===== config.mk =====
export PLATFORM = sky130hd
export DESIGN_NAME = min_heap_top
export DESIGN_NICKNAME = d
export VERILOG_FILES = /design/src/heap_pkg.sv /design/src/token_if.sv /design/src/heap_ctrl.sv /design/src/heap_stage.sv /design/src/level_mem.sv /design/src/min_heap_top.sv
export VERILOG_INCLUDE_DIRS = /design/src
export SDC_FILE = /design/constraint.sdc
export NUM_CORES = 1
export LEC_CHECK = 0
export BUFFER_PORTS_ARGS = -buffer_cell sky130_fd_sc_hd__buf_2
export CAP_MARGIN = 25
export CORE_AREA = 2 2 284 286
export CTS_CLUSTER_SIZE = 8
export DETAILED_ROUTE_END_ITERATION = 16
export DIE_AREA = 0 0 286 288
export PLACE_DENSITY = 0.77
export SYNTH_ARGS = -nofsm -noshare
export SYNTH_HDL_FRONTEND = slang
export SYNTH_SLANG_ARGS = --single-unit

===== constraint.sdc =====
create_clock -name clk -period 13.74 [get_ports clk]
set_clock_uncertainty 0.2 [all_clocks]
set_input_delay 1.374 -clock clk [delete_from_list [all_inputs] [get_ports clk]]
set_output_delay 1.374 -clock clk [all_outputs]
set_load 0.005 [all_outputs]

===== src/heap_defines.svh =====
// heap size and entry field width macros
`ifndef HEAP_DEFINES_SVH
`define HEAP_DEFINES_SVH

// number of levels including the root register
// the heap then holds 2**HEAP_LEVELS - 1 entries
// also sets the width of node positions and free-slot counts
`define HEAP_LEVELS 4

// priority key width
// smaller key means higher priority
`define HEAP_KEY_WIDTH 16

// payload carried along with each key
`define HEAP_DATA_WIDTH 8

// entry word is active + capacity + key + data
// 1 + 4 + 16 + 8 = 29 bits with the defaults above

`endif


===== src/heap_pkg.sv =====
// heap operation codes, entry word and node position types
`default_nettype none

`include "heap_defines.svh"

package heap_pkg;

   // operation code on the token pipeline
   // anything other than NOP is a single-cycle strobe
   typedef enum logic [1:0] {
      NOP     = 2'd0,
      ENQ     = 2'd1,
      DEQ_MIN = 2'd2,
      REPLACE = 2'd3
   } heap_op_t;

   // node position, root is 1 and node p has children 2p and 2p+1
   typedef logic [`HEAP_LEVELS-1:0] heap_addr_t;

   // one heap node, also the memory word of a level
   typedef struct packed {
      logic                        active;   // node holds an entry
      logic [`HEAP_LEVELS-1:0]     capacity; // free slots in this subtree
      logic [`HEAP_KEY_WIDTH-1:0]  key;
      logic [`HEAP_DATA_WIDTH-1:0] data;
   } heap_entry_t;

endpackage

`default_nettype wire


===== src/token_if.sv =====
// operation token passed from one heap level to the next
`timescale 1ns/1ps
`default_nettype none

`include "heap_defines.svh"

interface token_if import heap_pkg::*; ();

   heap_op_t                    op;   // NOP when idle
   heap_addr_t                  pos;  // node this op works on at the receiving level
   logic [`HEAP_KEY_WIDTH-1:0]  key;  // entry being pushed down on ENQ
   logic [`HEAP_DATA_WIDTH-1:0] data;

   // stage or controller driving the token
   modport src (output op, pos, key, data);

   // next stage and level memory reading it
   modport dst (input op, pos, key, data);

endinterface

`default_nettype wire

===== src/heap_ctrl.sv =====
// heap controller with root register, ready logic, level 0 token and input checks
`timescale 1ns/1ps
`default_nettype none

`include "heap_defines.svh"

module heap_ctrl import heap_pkg::*; (
   input  logic                        clk,
   input  logic                        rstn,

   input  heap_op_t                    in_op,
   input  logic [`HEAP_KEY_WIDTH-1:0]  in_key,
   input  logic [`HEAP_DATA_WIDTH-1:0] in_data,
   output logic                        ready,

   output heap_entry_t                 root,

   input  logic                        stage_wr_en, // write back from stage 0
   input  heap_entry_t                 stage_wr,

   token_if.src                        tok,
   input  heap_op_t                    cur_op       // op held by stage 0
);

   localparam logic [`HEAP_LEVELS-1:0] FULL_CAP = '1; // all slots free

   heap_entry_t root_nxt;

   // new ops enter level 0 straight from the input
   assign tok.op   = in_op;
   assign tok.pos  = heap_addr_t'(1);
   assign tok.key  = in_key;
   assign tok.data = in_data;

   // stage 0 busy means an op was taken last cycle
   assign ready = (cur_op == NOP);

   always_comb begin
      root_nxt = root;
      if (stage_wr_en) begin
         root_nxt = stage_wr; // sift result from stage 0
      end else if (in_op == REPLACE) begin
         root_nxt.active = 1'b1;
         root_nxt.key    = in_key;
         root_nxt.data   = in_data;
      end else if (in_op == DEQ_MIN) begin
         // stage 0 refills the hole from a child
         root_nxt.active   = 1'b0;
         root_nxt.capacity = root.capacity + 1'b1;
      end
   end

   always_ff @(posedge clk) begin
      if (!rstn) begin
         root <= '{active: 1'b0, capacity: FULL_CAP, key: '0, data: '0};
      end else begin
         root <= root_nxt;
      end
   end

   // sender must wait for ready, there is no back-pressure
   a_no_op_when_busy : assert property (
      @(posedge clk) disable iff (!rstn) !ready |-> (in_op == NOP)
   );

   a_no_enq_when_full : assert property (
      @(posedge clk) disable iff (!rstn) (in_op == ENQ) |-> (root.capacity != '0)
   );

   // removing or replacing needs a valid root
   a_no_remove_when_empty : assert property (
      @(posedge clk) disable iff (!rstn) (in_op inside {REPLACE, DEQ_MIN}) |-> root.active
   );

endmodule

`default_nettype wire


===== src/heap_stage.sv =====
// one heap level compare and swap stage for ENQ, DEQ_MIN and REPLACE
`timescale 1ns/1ps
`default_nettype none

`include "heap_defines.svh"

module heap_stage import heap_pkg::*; #(
   parameter int LEVEL = 0
) (
   input  logic        clk,

   token_if.dst        tok_in,
   token_if.src        tok_out,
   output heap_op_t    cur_op,

   input  heap_entry_t node,     // entry at cur_pos
   input  heap_entry_t child_0,  // entry at 2*cur_pos
   input  heap_entry_t child_1,  // entry at 2*cur_pos+1

   output heap_addr_t  node_waddr,
   output heap_addr_t  child_waddr,
   output heap_entry_t node_wdata,
   output heap_entry_t child_wdata,
   output logic        node_wr_en,
   output logic        child_wr_en
);

   heap_addr_t                  cur_pos;
   logic [`HEAP_KEY_WIDTH-1:0]  cur_key;
   logic [`HEAP_DATA_WIDTH-1:0] cur_data;

   heap_addr_t  left_pos;
   heap_addr_t  right_pos;
   logic        go_right;   // ENQ routing
   logic        left_min;   // left child is the smaller one
   logic        node_min;   // node already below both children
   heap_entry_t sel_child;
   heap_addr_t  sel_pos;

   // token captured here, memories return node and children in the same cycle
   always_ff @(posedge clk) begin
      cur_op   <= tok_in.op;
      cur_pos  <= tok_in.pos;
      cur_key  <= tok_in.key;
      cur_data <= tok_in.data;
   end

   assign left_pos  = heap_addr_t'(cur_pos << 1);
   assign right_pos = left_pos | heap_addr_t'(1);

   // right when left is full or right is a smaller active entry with room
   assign go_right = (child_0.capacity == '0) ||
                     (child_1.active && (child_1.capacity != '0) && (child_1.key < cur_key));

   // ties go left
   assign left_min = child_0.active && (!child_1.active || (child_0.key <= child_1.key));

   assign node_min = (!child_0.active || (node.key < child_0.key)) &&
                     (!child_1.active || (node.key < child_1.key));

   assign sel_child = left_min ? child_0 : child_1;
   assign sel_pos   = left_min ? left_pos : right_pos;

   always_comb begin
      tok_out.op   = NOP;
      tok_out.pos  = left_pos;
      tok_out.key  = cur_key;
      tok_out.data = cur_data;

      node_waddr  = cur_pos;
      child_waddr = sel_pos;
      node_wdata  = node;
      child_wdata = sel_child;
      node_wr_en  = 1'b0;
      child_wr_en = 1'b0;

      case (cur_op)
         ENQ: begin
            node_wr_en          = 1'b1;
            node_wdata.capacity = node.capacity - 1'b1; // one more slot used below here
            if (!node.active) begin
               node_wdata.active = 1'b1; // empty slot found, op ends here
               node_wdata.key    = cur_key;
               node_wdata.data   = cur_data;
            end else begin
               tok_out.op = ENQ;
               if (cur_key < node.key) begin
                  // keep the smaller entry and push the old one down
                  node_wdata.key  = cur_key;
                  node_wdata.data = cur_data;
                  tok_out.key     = node.key;
                  tok_out.data    = node.data;
               end
               if (go_right) begin
                  tok_out.pos = right_pos;
               end
            end
         end

         DEQ_MIN: begin
            if (child_0.active || child_1.active) begin
               // pull the smaller child up, the hole moves down
               tok_out.op           = DEQ_MIN;
               tok_out.pos          = sel_pos;
               node_wr_en           = 1'b1;
               node_wdata.active    = 1'b1;
               node_wdata.key       = sel_child.key;
               node_wdata.data      = sel_child.data;
               child_wr_en          = 1'b1;
               child_wdata.active   = 1'b0;
               child_wdata.capacity = sel_child.capacity + 1'b1;
            end
         end

         REPLACE: begin
            if (!node_min) begin
               // swap node with smaller child, capacities stay
               tok_out.op       = REPLACE;
               tok_out.pos      = sel_pos;
               node_wr_en       = 1'b1;
               node_wdata.key   = sel_child.key;
               node_wdata.data  = sel_child.data;
               child_wr_en      = 1'b1;
               child_wdata.key  = node.key;
               child_wdata.data = node.data;
            end
         end

         default: begin
         end
      endcase
   end

   // an ENQ that reaches the leaf level always finds an empty slot there
   a_enq_ends_at_leaf : assert property (
      @(posedge clk) (LEVEL == `HEAP_LEVELS - 1) && (cur_op == ENQ) |-> !node.active
   );

   // ENQ is only routed into subtrees with a free slot
   a_enq_has_room : assert property (
      @(posedge clk) (cur_op == ENQ) |-> (node.capacity != '0)
   );

endmodule

`default_nettype wire


===== src/level_mem.sv =====
// two-bank node memory of one heap level with port muxing and write bypass
`timescale 1ns/1ps
`default_nettype none

`include "heap_defines.svh"

module level_mem import heap_pkg::*; #(
   parameter int LEVEL = 1
) (
   input  logic        clk,
   input  logic        rstn,

   token_if.dst        parent_tok,  // token entering the stage above
   token_if.dst        own_tok,     // token entering this level's stage

   output heap_entry_t child_0,     // even bank, to the stage above
   output heap_entry_t child_1,     // odd bank, to the stage above
   output heap_entry_t node,        // to this level's stage

   input  heap_addr_t  parent_waddr,
   input  heap_entry_t parent_wdata,
   input  logic        parent_wr_en,

   input  heap_addr_t  own_waddr,
   input  heap_entry_t own_wdata,
   input  logic        own_wr_en
);

   localparam int DEPTH = 2 ** (LEVEL - 1);             // words per bank
   localparam int IDX_W = (LEVEL > 1) ? LEVEL - 1 : 1;
   localparam int CAP_W = `HEAP_LEVELS;
   localparam logic [CAP_W-1:0] INIT_CAP = CAP_W'((2 ** (`HEAP_LEVELS - LEVEL)) - 1);
   localparam heap_entry_t INIT_WORD = '{active: 1'b0, capacity: INIT_CAP, key: '0, data: '0};

   heap_addr_t       raddr;
   heap_addr_t       waddr;
   heap_entry_t      wdata;
   heap_entry_t      wdata_q;   // last write, replayed on a same-address read
   logic             wr_en;
   logic             rsel_q;    // bank of the node read last cycle
   logic [IDX_W-1:0] ridx;
   logic [IDX_W-1:0] widx;

   // word index inside a bank
   // bit 0 picks the bank and the level's leading one is masked off
   function automatic logic [IDX_W-1:0] bank_idx(input heap_addr_t addr);
      return IDX_W'((addr >> 1) & heap_addr_t'(DEPTH - 1));
   endfunction

   // own token and parent token are never active together
   assign raddr = (own_tok.op != NOP) ? own_tok.pos : heap_addr_t'(parent_tok.pos << 1);

   assign waddr = own_wr_en ? own_waddr : parent_waddr;
   assign wdata = own_wr_en ? own_wdata : parent_wdata;
   assign wr_en = own_wr_en || parent_wr_en;

   assign ridx = bank_idx(raddr);
   assign widx = bank_idx(waddr);

   always_ff @(posedge clk) begin
      wdata_q <= wdata;
      rsel_q  <= raddr[0];
   end

   for (genvar b = 0; b < 2; b++) begin : g_bank
      heap_entry_t mem [DEPTH] = '{default: INIT_WORD}; // empty subtrees at start
      heap_entry_t mem_q;
      heap_entry_t rd;
      logic        we;
      logic        hit_q;

      assign we = wr_en && (waddr[0] == 1'(b));

      always_ff @(posedge clk) begin
         if (we) begin
            mem[widx] <= wdata;
         end
         mem_q <= mem[ridx]; // read before write
      end

      always_ff @(posedge clk) begin
         if (!rstn) begin
            hit_q <= 1'b0;
         end else begin
            hit_q <= we && (widx == ridx);
         end
      end

      assign rd = hit_q ? wdata_q : mem_q;
   end

   assign child_0 = g_bank[0].rd;
   assign child_1 = g_bank[1].rd;
   assign node    = rsel_q ? g_bank[1].rd : g_bank[0].rd;

   // issue spacing keeps adjacent stages off this level's write port
   a_single_writer : assert property (
      @(posedge clk) disable iff (!rstn) !(parent_wr_en && own_wr_en)
   );

endmodule

`default_nettype wire


===== src/min_heap_top.sv =====
// pipelined min-heap top with controller, level stages and level memories
`timescale 1ns/1ps
`default_nettype none

`include "heap_defines.svh"

module min_heap_top import heap_pkg::*; (
   input  logic                        clk,
   input  logic                        rstn,

   input  heap_op_t                    in_op,
   input  logic [`HEAP_KEY_WIDTH-1:0]  in_key,
   input  logic [`HEAP_DATA_WIDTH-1:0] in_data,
   output logic                        ready,

   output logic [`HEAP_KEY_WIDTH-1:0]  out_key,
   output logic [`HEAP_DATA_WIDTH-1:0] out_data,
   output logic                        out_valid,
   output logic [`HEAP_LEVELS-1:0]     capacity
);

   localparam int N = `HEAP_LEVELS;
   localparam heap_entry_t NO_CHILD = '0; // inactive, no room

   token_if tok [N+1] ();  // tok[i] feeds stage i

   heap_op_t    cur_op      [N];
   heap_entry_t node        [N]; // node[0] is the root register
   heap_entry_t child_0     [N];
   heap_entry_t child_1     [N];
   heap_addr_t  node_waddr  [N];
   heap_addr_t  child_waddr [N];
   heap_entry_t node_wdata  [N];
   heap_entry_t child_wdata [N];
   logic        node_wr_en  [N];
   logic        child_wr_en [N];

   heap_ctrl u_ctrl (
      .clk         (clk),
      .rstn        (rstn),
      .in_op       (in_op),
      .in_key      (in_key),
      .in_data     (in_data),
      .ready       (ready),
      .root        (node[0]),
      .stage_wr_en (node_wr_en[0]),
      .stage_wr    (node_wdata[0]),
      .tok         (tok[0]),
      .cur_op      (cur_op[0])
   );

   // last level has no children below it
   assign child_0[N-1] = NO_CHILD;
   assign child_1[N-1] = NO_CHILD;

   for (genvar i = 0; i < N; i++) begin : g_level
      heap_stage #(.LEVEL(i)) u_stage (
         .clk         (clk),
         .tok_in      (tok[i]),
         .tok_out     (tok[i+1]),
         .cur_op      (cur_op[i]),
         .node        (node[i]),
         .child_0     (child_0[i]),
         .child_1     (child_1[i]),
         .node_waddr  (node_waddr[i]),
         .child_waddr (child_waddr[i]),
         .node_wdata  (node_wdata[i]),
         .child_wdata (child_wdata[i]),
         .node_wr_en  (node_wr_en[i]),
         .child_wr_en (child_wr_en[i])
      );

      if (i > 0) begin : g_mem
         level_mem #(.LEVEL(i)) u_mem (
            .clk          (clk),
            .rstn         (rstn),
            .parent_tok   (tok[i-1]),
            .own_tok      (tok[i]),
            .child_0      (child_0[i-1]),
            .child_1      (child_1[i-1]),
            .node         (node[i]),
            .parent_waddr (child_waddr[i-1]),
            .parent_wdata (child_wdata[i-1]),
            .parent_wr_en (child_wr_en[i-1]),
            .own_waddr    (node_waddr[i]),
            .own_wdata    (node_wdata[i]),
            .own_wr_en    (node_wr_en[i])
         );
      end
   end

   assign out_key   = node[0].key;
   assign out_data  = node[0].data;
   assign out_valid = node[0].active;
   assign capacity  = node[0].capacity; // free slots in the whole heap

endmodule

`default_nettype wire


==> flow_summary_export.csv, run 1 <==
group,metric,value,unit
run_status,outcome,"finished, final reports clean",
critical_path,cp-end-kind,"flop",
synthesis,synth_seq_area_share,0.5189,
cells_and_area,syn2layout_area_growth,12.32,%
critical_path,cp.arrival,6.84,ns
clock_tree,clk-insertion-delay-late,0.68,ns
global_route,antenna_found_initial,0,
die,core-area,0.07964,mm^2
routing,dr.pass1.iters,6,
clock_tree,clk_pin_slew,0.05,ns
routing,vias,27780,
routing,wl_per_cell,21.84,um
synthesis,synth_cell_types,88,
timing,setup_ws,7.046,ns
routing,drc,0,
critical_path,path_class,"reg -> reg",
cells_and_area,mostFrequentLayoutCell,"edfxtp_1",
routing,viasPerCell,5.897,
job,drv_cap,0,
critical_path,cp-start-kind,"flop",
global_route,overflow,0,
synthesis,yosys.area_share.simple,0.08435,
hold_path,hold_path.class,"reg -> reg",
synthesis,netlist_instances,3500,
synthesis,synth_compound_area_frac,0.1337,
power,p_sw,4.630,mW
synthesis,synth_fp_nets,3792,
synthesis,ys_warn_count,0,
critical_path,cp.required,13.88,ns
clock_tree,cts_sinks,815,
cells_and_area,seqCellArea,0.02039,mm^2
die,dieHeight,288,um
power,leakagePower,17.41,nW
power,intPower,6.932,mW
synthesis,synthXorXnorAreaFrac,0.004683,
power,clock_power_share,0.220,
clock_tree,clock_path_buffers,3,
timing,tightest_slew,1.015,ns
power,combPwrFrac,0.443,
placed_design,post-dp-hpwl,71150,um
timing,fmax,149.4,MHz
cells_and_area,nFillCells,6604,
synthesis,yosys_register_bits,815,
timing,relSlewSlack,0.3099,
cells_and_area,mostFrequentLayoutCells,"edfxtp_1 (406), dfxtp_1 (400), nand2_1 (321)",
power,switching_share,0.4005,
synthesis,synth_area,0.03928,mm^2
power,peakVddDrop,0.1582,mV
clock_tree,htree_num_levels,3,
hold_path,worstHoldStart,"g_level[1].g_mem.u_mem.g_bank[0].mem[0][16]$_DFFE_PP_",
die,io_pins,58,
critical_path,r2r-end,"g_level[2].g_mem.u_mem.g_bank[1].mem[0][4]$_DFFE_PP_",
hold_path,holdPathStages,0,
cells_and_area,drive_above_1_share,0.1378,
clock_tree,cts-root-buf,"clkbuf_16",
clock_tree,cts_resized,0,
hold_path,worst_hold_path.endpoint,"g_level[1].g_mem.u_mem.g_bank[0].mem_q[16]$_DFF_P_",
clock_tree,cts_tree,"yes",
cells_and_area,diodes,0,
global_route,grt_pass1_wl,158900,um
placed_design,io_buffers,57,
placed_design,pre_cts_ws,7.158,ns
die,start_util,0.4932,
synthesis,syn_avg_cell_area,11.22,um^2
global_route,grtUsageTotal,0.2475,
timing,fin_crit_sh,0.4872,
die,die_w,286,um
timing,fin_crit,6.694,ns
placed_design,gp_congestion,0.8990,
synthesis,async_flop_share,0,
placed_design,postPlaceCellArea,0.04085,mm^2
cells_and_area,design_area,0.04412,mm^2
synthesis,synth.mux.area_fraction,0.1315,
synthesis,synthAdderAreaFrac,0.08429,
power,power_density,262.1,mW/mm^2
critical_path,r2r_slack,7.05,ns
timing,setup-tns-final,0,ns
cells_and_area,nNetsFinal,3853,
global_route,grt_pass1_vias,27440,
clock_tree,holdBufCountCts,0,
clock_tree,numCtsBuffers,111,
critical_path,rr_worst_depth,16,
timing,rsz0062_at_grt,"no",
critical_path,timing.rr.start,"g_level[2].g_mem.u_mem.g_bank[0].hit_q$_SDFF_PN0_",
synthesis,synth_edf_count,406,
timing,drv_slew,0,
routing,drt-total-wl,102900,um
timing,setup-violations-final,0,
synthesis,synthFlopType,"dfxtp_1",
cells_and_area,fin_util,0.5540,
cells_and_area,multiInputGateArea,0.01740,mm^2
routing,final_antenna_net_count,0,
die,fp-row-count,104,
clock_tree,post_cts_buffers,0,
timing,final_hold_viol_count,0,
synthesis,synth_top_family_by_area,"compound AO/OA/AOI/OAI gates",
timing,fin_worst_hold_slack,0.1283,ns
power,power_frac_seq,0.337,
critical_path,critPathMaxFanout,50,
die,die-area,0.08237,mm^2
routing,drt-initial-drc-count,2540,
global_route,grt_start_max_net_pins,60,
## through the flow
step | power, mW | cells
global route | 12.25 | 4711
global placement | 8.804 | 4502
floorplan | 7.312 | 3500
CTS | 11.51 | 4708
detailed placement | 8.921 | 4505
finish | 11.56 | 4711
## worst max path at each step
stage,startpoint,to,slack [ns],cells past startpoint
after floorplan,g_level[2].g_mem.u_mem.g_bank[0].hit_q$_SDFF_PN0_,g_level[3].g_mem.u_mem.g_bank[1].mem[3][0]$_DFFE_PP_,7.56,15
after global placement,g_level[2].g_mem.u_mem.g_bank[0].hit_q$_SDFF_PN0_,g_level[2].g_mem.u_mem.g_bank[1].mem[0][7]$_DFFE_PP_,7.30,15
after detailed placement,g_level[2].g_mem.u_mem.g_bank[0].hit_q$_SDFF_PN0_,g_level[2].g_mem.u_mem.g_bank[1].mem[0][7]$_DFFE_PP_,7.16,16
after CTS,g_level[2].g_mem.u_mem.g_bank[0].hit_q$_SDFF_PN0_,g_level[2].g_mem.u_mem.g_bank[1].mem[0][4]$_DFFE_PP_,7.13,16
after global routing,g_level[2].g_mem.u_mem.g_bank[0].hit_q$_SDFF_PN0_,g_level[2].g_mem.u_mem.g_bank[1].mem[0][4]$_DFFE_PP_,6.72,15
final,g_level[2].g_mem.u_mem.g_bank[0].hit_q$_SDFF_PN0_,g_level[2].g_mem.u_mem.g_bank[1].mem[0][4]$_DFFE_PP_,7.05,16
## registers in the layout, indices dropped and copies added, names as in the netlist
| register | cells |
|---|---|
| g_level.g_mem.u_mem.rsel_q | 3 |
| g_level.g_mem.u_mem.g_bank.mem | 406 |
| u_ctrl.root | 29 |
| g_level.u_stage.cur_key | 64 |
| g_level.g_mem.u_mem.g_bank.mem_q | 174 |
| g_level.u_stage.cur_data | 32 |
| g_level.g_mem.u_mem.g_bank.hit_q | 6 |
| g_level.g_mem.u_mem.wdata_q | 87 |
| g_level.u_stage.cur_op | 8 |
| g_level.u_stage.node_waddr | 6 |
## power by group through the flow
stage | Sequential (mW) | Clock [mW] | Combinational (mW)
floorplan | 3.79 | 0 | 3.53
global placement | 3.92 | 0 | 4.89
detailed placement | 3.93 | 0 | 4.99
CTS | 3.89 | 2.57 | 5.04
global route | 3.95 | 2.67 | 5.63
finish | 3.90 | 2.54 | 5.12
## area by class of cell
cell class	count	share of cell area
repair buffers	121	0.01855
multi-input cells	2258	0.3944
clock buffers	197	0.07028
flip-flops and latches	815	0.4622
inverters	254	0.02161
clock inverters	6	0.002893
well taps	1060	0.03006
## cells by family (layout without fill, tap and decap cells)
family,count (synthesis),after routing
flops,815,815
mux,425,425
xor+xnor,21,21
buf+inv,427,578
fa+ha+maj,264,264
compound gates,828,828
simple gates,720,720
## per-layer routing
metal  GRT usage  share of wire  vias to the layer above  wire [um]
met5           0              0                        -          0
met4     0.09882          0.034                        0       3547
met3     0.03431          0.058                      201       5969
met2      0.4190           0.49                      940      50090
met1      0.3209           0.42                    13650      43300
li1            -              -                    12990          -
## critical path, cell delays in order (launching register included)
cell and delay [ns]:
dfxtp_2 0.31, buf_4 0.50, mux2_2 0.45, o21ai_0 0.52, inv_1 0.25, ha_1 0.36, a21oi_1 0.07, o21ai_0 0.45
a211o_1 0.18, o211ai_2 0.12, a41o_1 0.26, buf_4 0.24, mux2i_4 0.16, buf_4 0.46, mux2i_1 0.54, nor2b_2 0.82
buf_4 0.42
## cell usage after synthesis, types with 10 or more instances
cell,number,share of area
buf_1,24,0.0023
nand2_1,321,0.031
nor2b_1,46,0.0073
a22o_1,26,0.0058
a211oi_1,56,0.011
mux2_1,11,0.0032
nand3b_1,11,0.0021
o211ai_1,15,0.0029
inv_1,253,0.024
a2111oi_0,10,0.0022
and3_1,10,0.0016
mux4_2,58,0.033
o31ai_1,20,0.0038
or3_1,20,0.0032
xnor2_1,19,0.0042
clkbuf_1,115,0.011
nand4_1,23,0.0037
nand3_1,19,0.0024
a31o_2,15,0.0033
nor3_1,35,0.0045
ha_1,263,0.084
a31oi_1,11,0.0018
o221a_2,16,0.0046
o22ai_1,13,0.0021
o21ai_0,261,0.033
and2_1,22,0.0035
o21a_1,10,0.0019
dfxtp_1,409,0.21
a21o_1,32,0.0061
nor2_1,155,0.015
buf_2,27,0.0034
mux2_2,127,0.036
nand2b_1,19,0.0030
edfxtp_1,406,0.31
mux2i_1,226,0.058
a21oi_1,225,0.029
a2bb2oi_1,14,0.0031
Power figures use the tool's default switching activity.
==> inputs of run 2 (changes only) <==
- PLACE_DENSITY: 0.77 -> 0.8
- clock period: 13.74 -> 5.9 ns (I/O delays scaled with it)
==> run 2 against run 1 <==
Sequential share of layout area shrank 0.92 points. Flip-flop and latch count is the same. Highest routed layer is now met5. Largest cell class unchanged. Setup slack got worse by 6.8 ns. Utilization is 1.1 points higher. Fmax up 18%. Clock power rose by 130%.
==> flow_summary_export.csv, run 2 (synthesized netlist as in run 1, its figures left out) <==
group,metric,value,unit
routing,wl_per_cell,21.67,um
global_route,grt_start_max_net_pins,60,
critical_path,r2r_slack,0.22,ns
timing,drv_slew,0,
timing,fin_crit_sh,0.9628,
critical_path,cp-end-kind,"flop",
timing,rsz0062_at_grt,"no",
run_status,outcome,"finished, final reports clean",
power,peakVddDrop,0.3533,mV
timing,setup-tns-final,0,ns
clock_tree,clk_pin_slew,0.06,ns
timing,fmax,176.0,MHz
power,power_density,607.6,mW/mm^2
clock_tree,cts_resized,0,
job,drv_cap,0,
critical_path,rr_worst_depth,16,
hold_path,hold_path.class,"reg -> reg",
die,io_pins,58,
clock_tree,holdBufCountCts,26,
critical_path,cp.arrival,6.01,ns
critical_path,path_cells,"buf_4, mux2i_1, inv_1, o21ai_0, inv_1, ha_1, a21oi_1, o21ai_0, a222oi_1, nand3b_1, a211oi_4, o31ai_1, buf_4, mux2i_4, buf_12, mux4_2",
critical_path,critPathMaxFanout,59,
placed_design,pre_cts_ws,0.3969,ns
clock_tree,cts_tree,"yes",
routing,viasPerCell,5.935,
timing,final_hold_viol_count,0,
routing,dr.pass1.iters,6,
cells_and_area,seqCellArea,0.02039,mm^2
cells_and_area,mostFrequentLayoutCells,"edfxtp_1 (406), dfxtp_1 (400), nand2_1 (321)",
timing,tightest_slew,1.003,ns
global_route,overflow,0,
clock_tree,htree_num_levels,3,
global_route,grtUsageTotal,0.2477,
power,leakagePower,17.90,nW
cells_and_area,largest_reg_flops,406,
cells_and_area,top_register,"g_level.g_mem.u_mem.g_bank.mem",
routing,drc,0,
routing,vias,28520,
placed_design,io_buffers,57,
clock_tree,cts-root-buf,"clkbuf_16",
cells_and_area,mostFrequentLayoutCell,"edfxtp_1",
cells_and_area,top_regs,"g_level.g_mem.u_mem.g_bank.mem x406, g_level.g_mem.u_mem.g_bank.mem_q x174, g_level.g_mem.u_mem.wdata_q x87",
cells_and_area,drive_above_1_share,0.1511,
die,die_w,286,um
cells_and_area,nNetsFinal,3942,
hold_path,worst_hold_path.endpoint,"g_level[1].g_mem.u_mem.g_bank[1].mem_q[8]$_DFF_P_",
timing,relSlewSlack,0.3312,
critical_path,cp.required,6.23,ns
placed_design,gp_congestion,0.9020,
timing,fin_crit,5.681,ns
die,dieHeight,288,um
power,p_total,27.35,mW
routing,drt-total-wl,104100,um
cells_and_area,multiInputGateArea,0.01741,mm^2
clock_tree,cts_sinks,815,
critical_path,r2r-end,"g_level[3].g_mem.u_mem.g_bank[1].mem_q[20]$_DFF_P_",
critical_path,timing.rr.start,"g_level[1].g_mem.u_mem.g_bank[0].hit_q$_SDFF_PN0_",
clock_tree,clock_path_buffers,3,
critical_path,path_class,"reg -> reg",
routing,final_antenna_net_count,0,
global_route,antenna_found_initial,2,
global_route,grt_pass1_wl,159300,um
clock_tree,clk-insertion-delay-late,0.68,ns
placed_design,post-dp-hpwl,72020,um
die,start_util,0.4932,
cells_and_area,diodes,0,
critical_path,crit_slowest_cell,"a211oi_4",
critical_path,cp-start-kind,"flop",
timing,setup-violations-final,0,
clock_tree,numCtsBuffers,112,
critical_path,cp_slowest_stage_delay,0.78,ns
cells_and_area,syn2layout_area_growth,14.60,%
timing,setup_ws,0.2193,ns
clock_tree,post_cts_buffers,0,
hold_path,holdPathStages,0,
routing,drt-initial-drc-count,2594,
hold_path,worstHoldStart,"g_level[1].g_mem.u_mem.g_bank[1].mem[0][8]$_DFFE_PP_",
cells_and_area,fin_util,0.5652,
global_route,grt_pass1_vias,28170,
die,die-area,0.08237,mm^2
die,core-area,0.07964,mm^2
cells_and_area,nFillCells,6370,
die,fp-row-count,104,
-- run 2: changes by cell type in the layout (fill, tap and decap cells not counted), sizes merged --
cell	change
buf	+62
dlygate4sd3	+26
clkbuf	+6
-- run 2: worst max path at each step --
stage | startpoint | end | slack [ns] | cells past startpoint
after global routing | g_level[1].g_mem.u_mem.g_bank[0].hit_q$_SDFF_PN0_ | g_level[1].g_mem.u_mem.g_bank[0].mem[0][7]$_DFFE_PP_ | 0.004 | 15
after detailed placement | g_level[2].g_mem.u_mem.g_bank[0].hit_q$_SDFF_PN0_ | g_level[3].g_mem.u_mem.g_bank[1].mem_q[9]$_DFF_P_ | 0.40 | 14
after CTS | g_level[2].g_mem.u_mem.g_bank[0].hit_q$_SDFF_PN0_ | g_level[3].g_mem.u_mem.g_bank[0].mem_q[5]$_DFF_P_ | 0.34 | 14
after global placement | g_level[2].g_mem.u_mem.g_bank[0].hit_q$_SDFF_PN0_ | g_level[3].g_mem.u_mem.g_bank[0].mem_q[13]$_DFF_P_ | 0.46 | 14
final | g_level[1].g_mem.u_mem.g_bank[0].hit_q$_SDFF_PN0_ | g_level[3].g_mem.u_mem.g_bank[1].mem_q[20]$_DFF_P_ | 0.22 | 16
after floorplan | g_level[2].g_mem.u_mem.g_bank[0].hit_q$_SDFF_PN0_ | g_level[2].g_mem.u_mem.g_bank[1].mem[0][0]$_DFFE_PP_ | 0.04 | 15
-- run 2: power by group --
part / leakage, nW / internal, mW / switching [mW]
clock: 1.53 / 3.55 / 2.38
combinational: 9.27 / 4.64 / 7.66
sequential: 7.10 / 8.31 / 0.800
-- run 2: cell type report --
cell class	count	area share
Clock inverter	6	0.002057
Clock buffer	203	0.06985
Multi-Input combinational cell	2258	0.3869
Inverter	254	0.02118
Tap cell	1060	0.02946
Sequential cell	815	0.4530
Timing Repair Buffer	209	0.03755
-- run 2: stage by stage --
step	hold slack, ns	cells	cell area [um^2]
after global placement	0.1238	4568	41480
after CTS	0.1123	4803	44970
after global routing	0.1256	4805	45010
after detailed placement	0.1269	4568	41480
after floorplan	0.1233	3500	39290
final	0.1026	4805	45010
-- run 2: metal layers --
| layer | part of all wire | global-route usage | up-vias | wire length, um |
|---|---|---|---|---|
| met5 | 0.00012 | 0 | - | 13 |
| met4 | 0.049 | 0.1242 | 2 | 5062 |
| met3 | 0.070 | 0.03368 | 291 | 7319 |
| met2 | 0.48 | 0.4073 | 1270 | 49550 |
| met1 | 0.41 | 0.3219 | 13770 | 42170 |
| li1 | - | - | 13180 | - |
-- run 2: critical path, delay by kind of cell (launching register included) --
kind,cells,cell delay (ns)
adders and majority gates,1,0.33
and+or+nand+nor,1,0.26
muxes,3,0.92
buffers and inverters,5,1.15
DFF,1,0.59
AOI/OAI and AO/OA,6,2.07
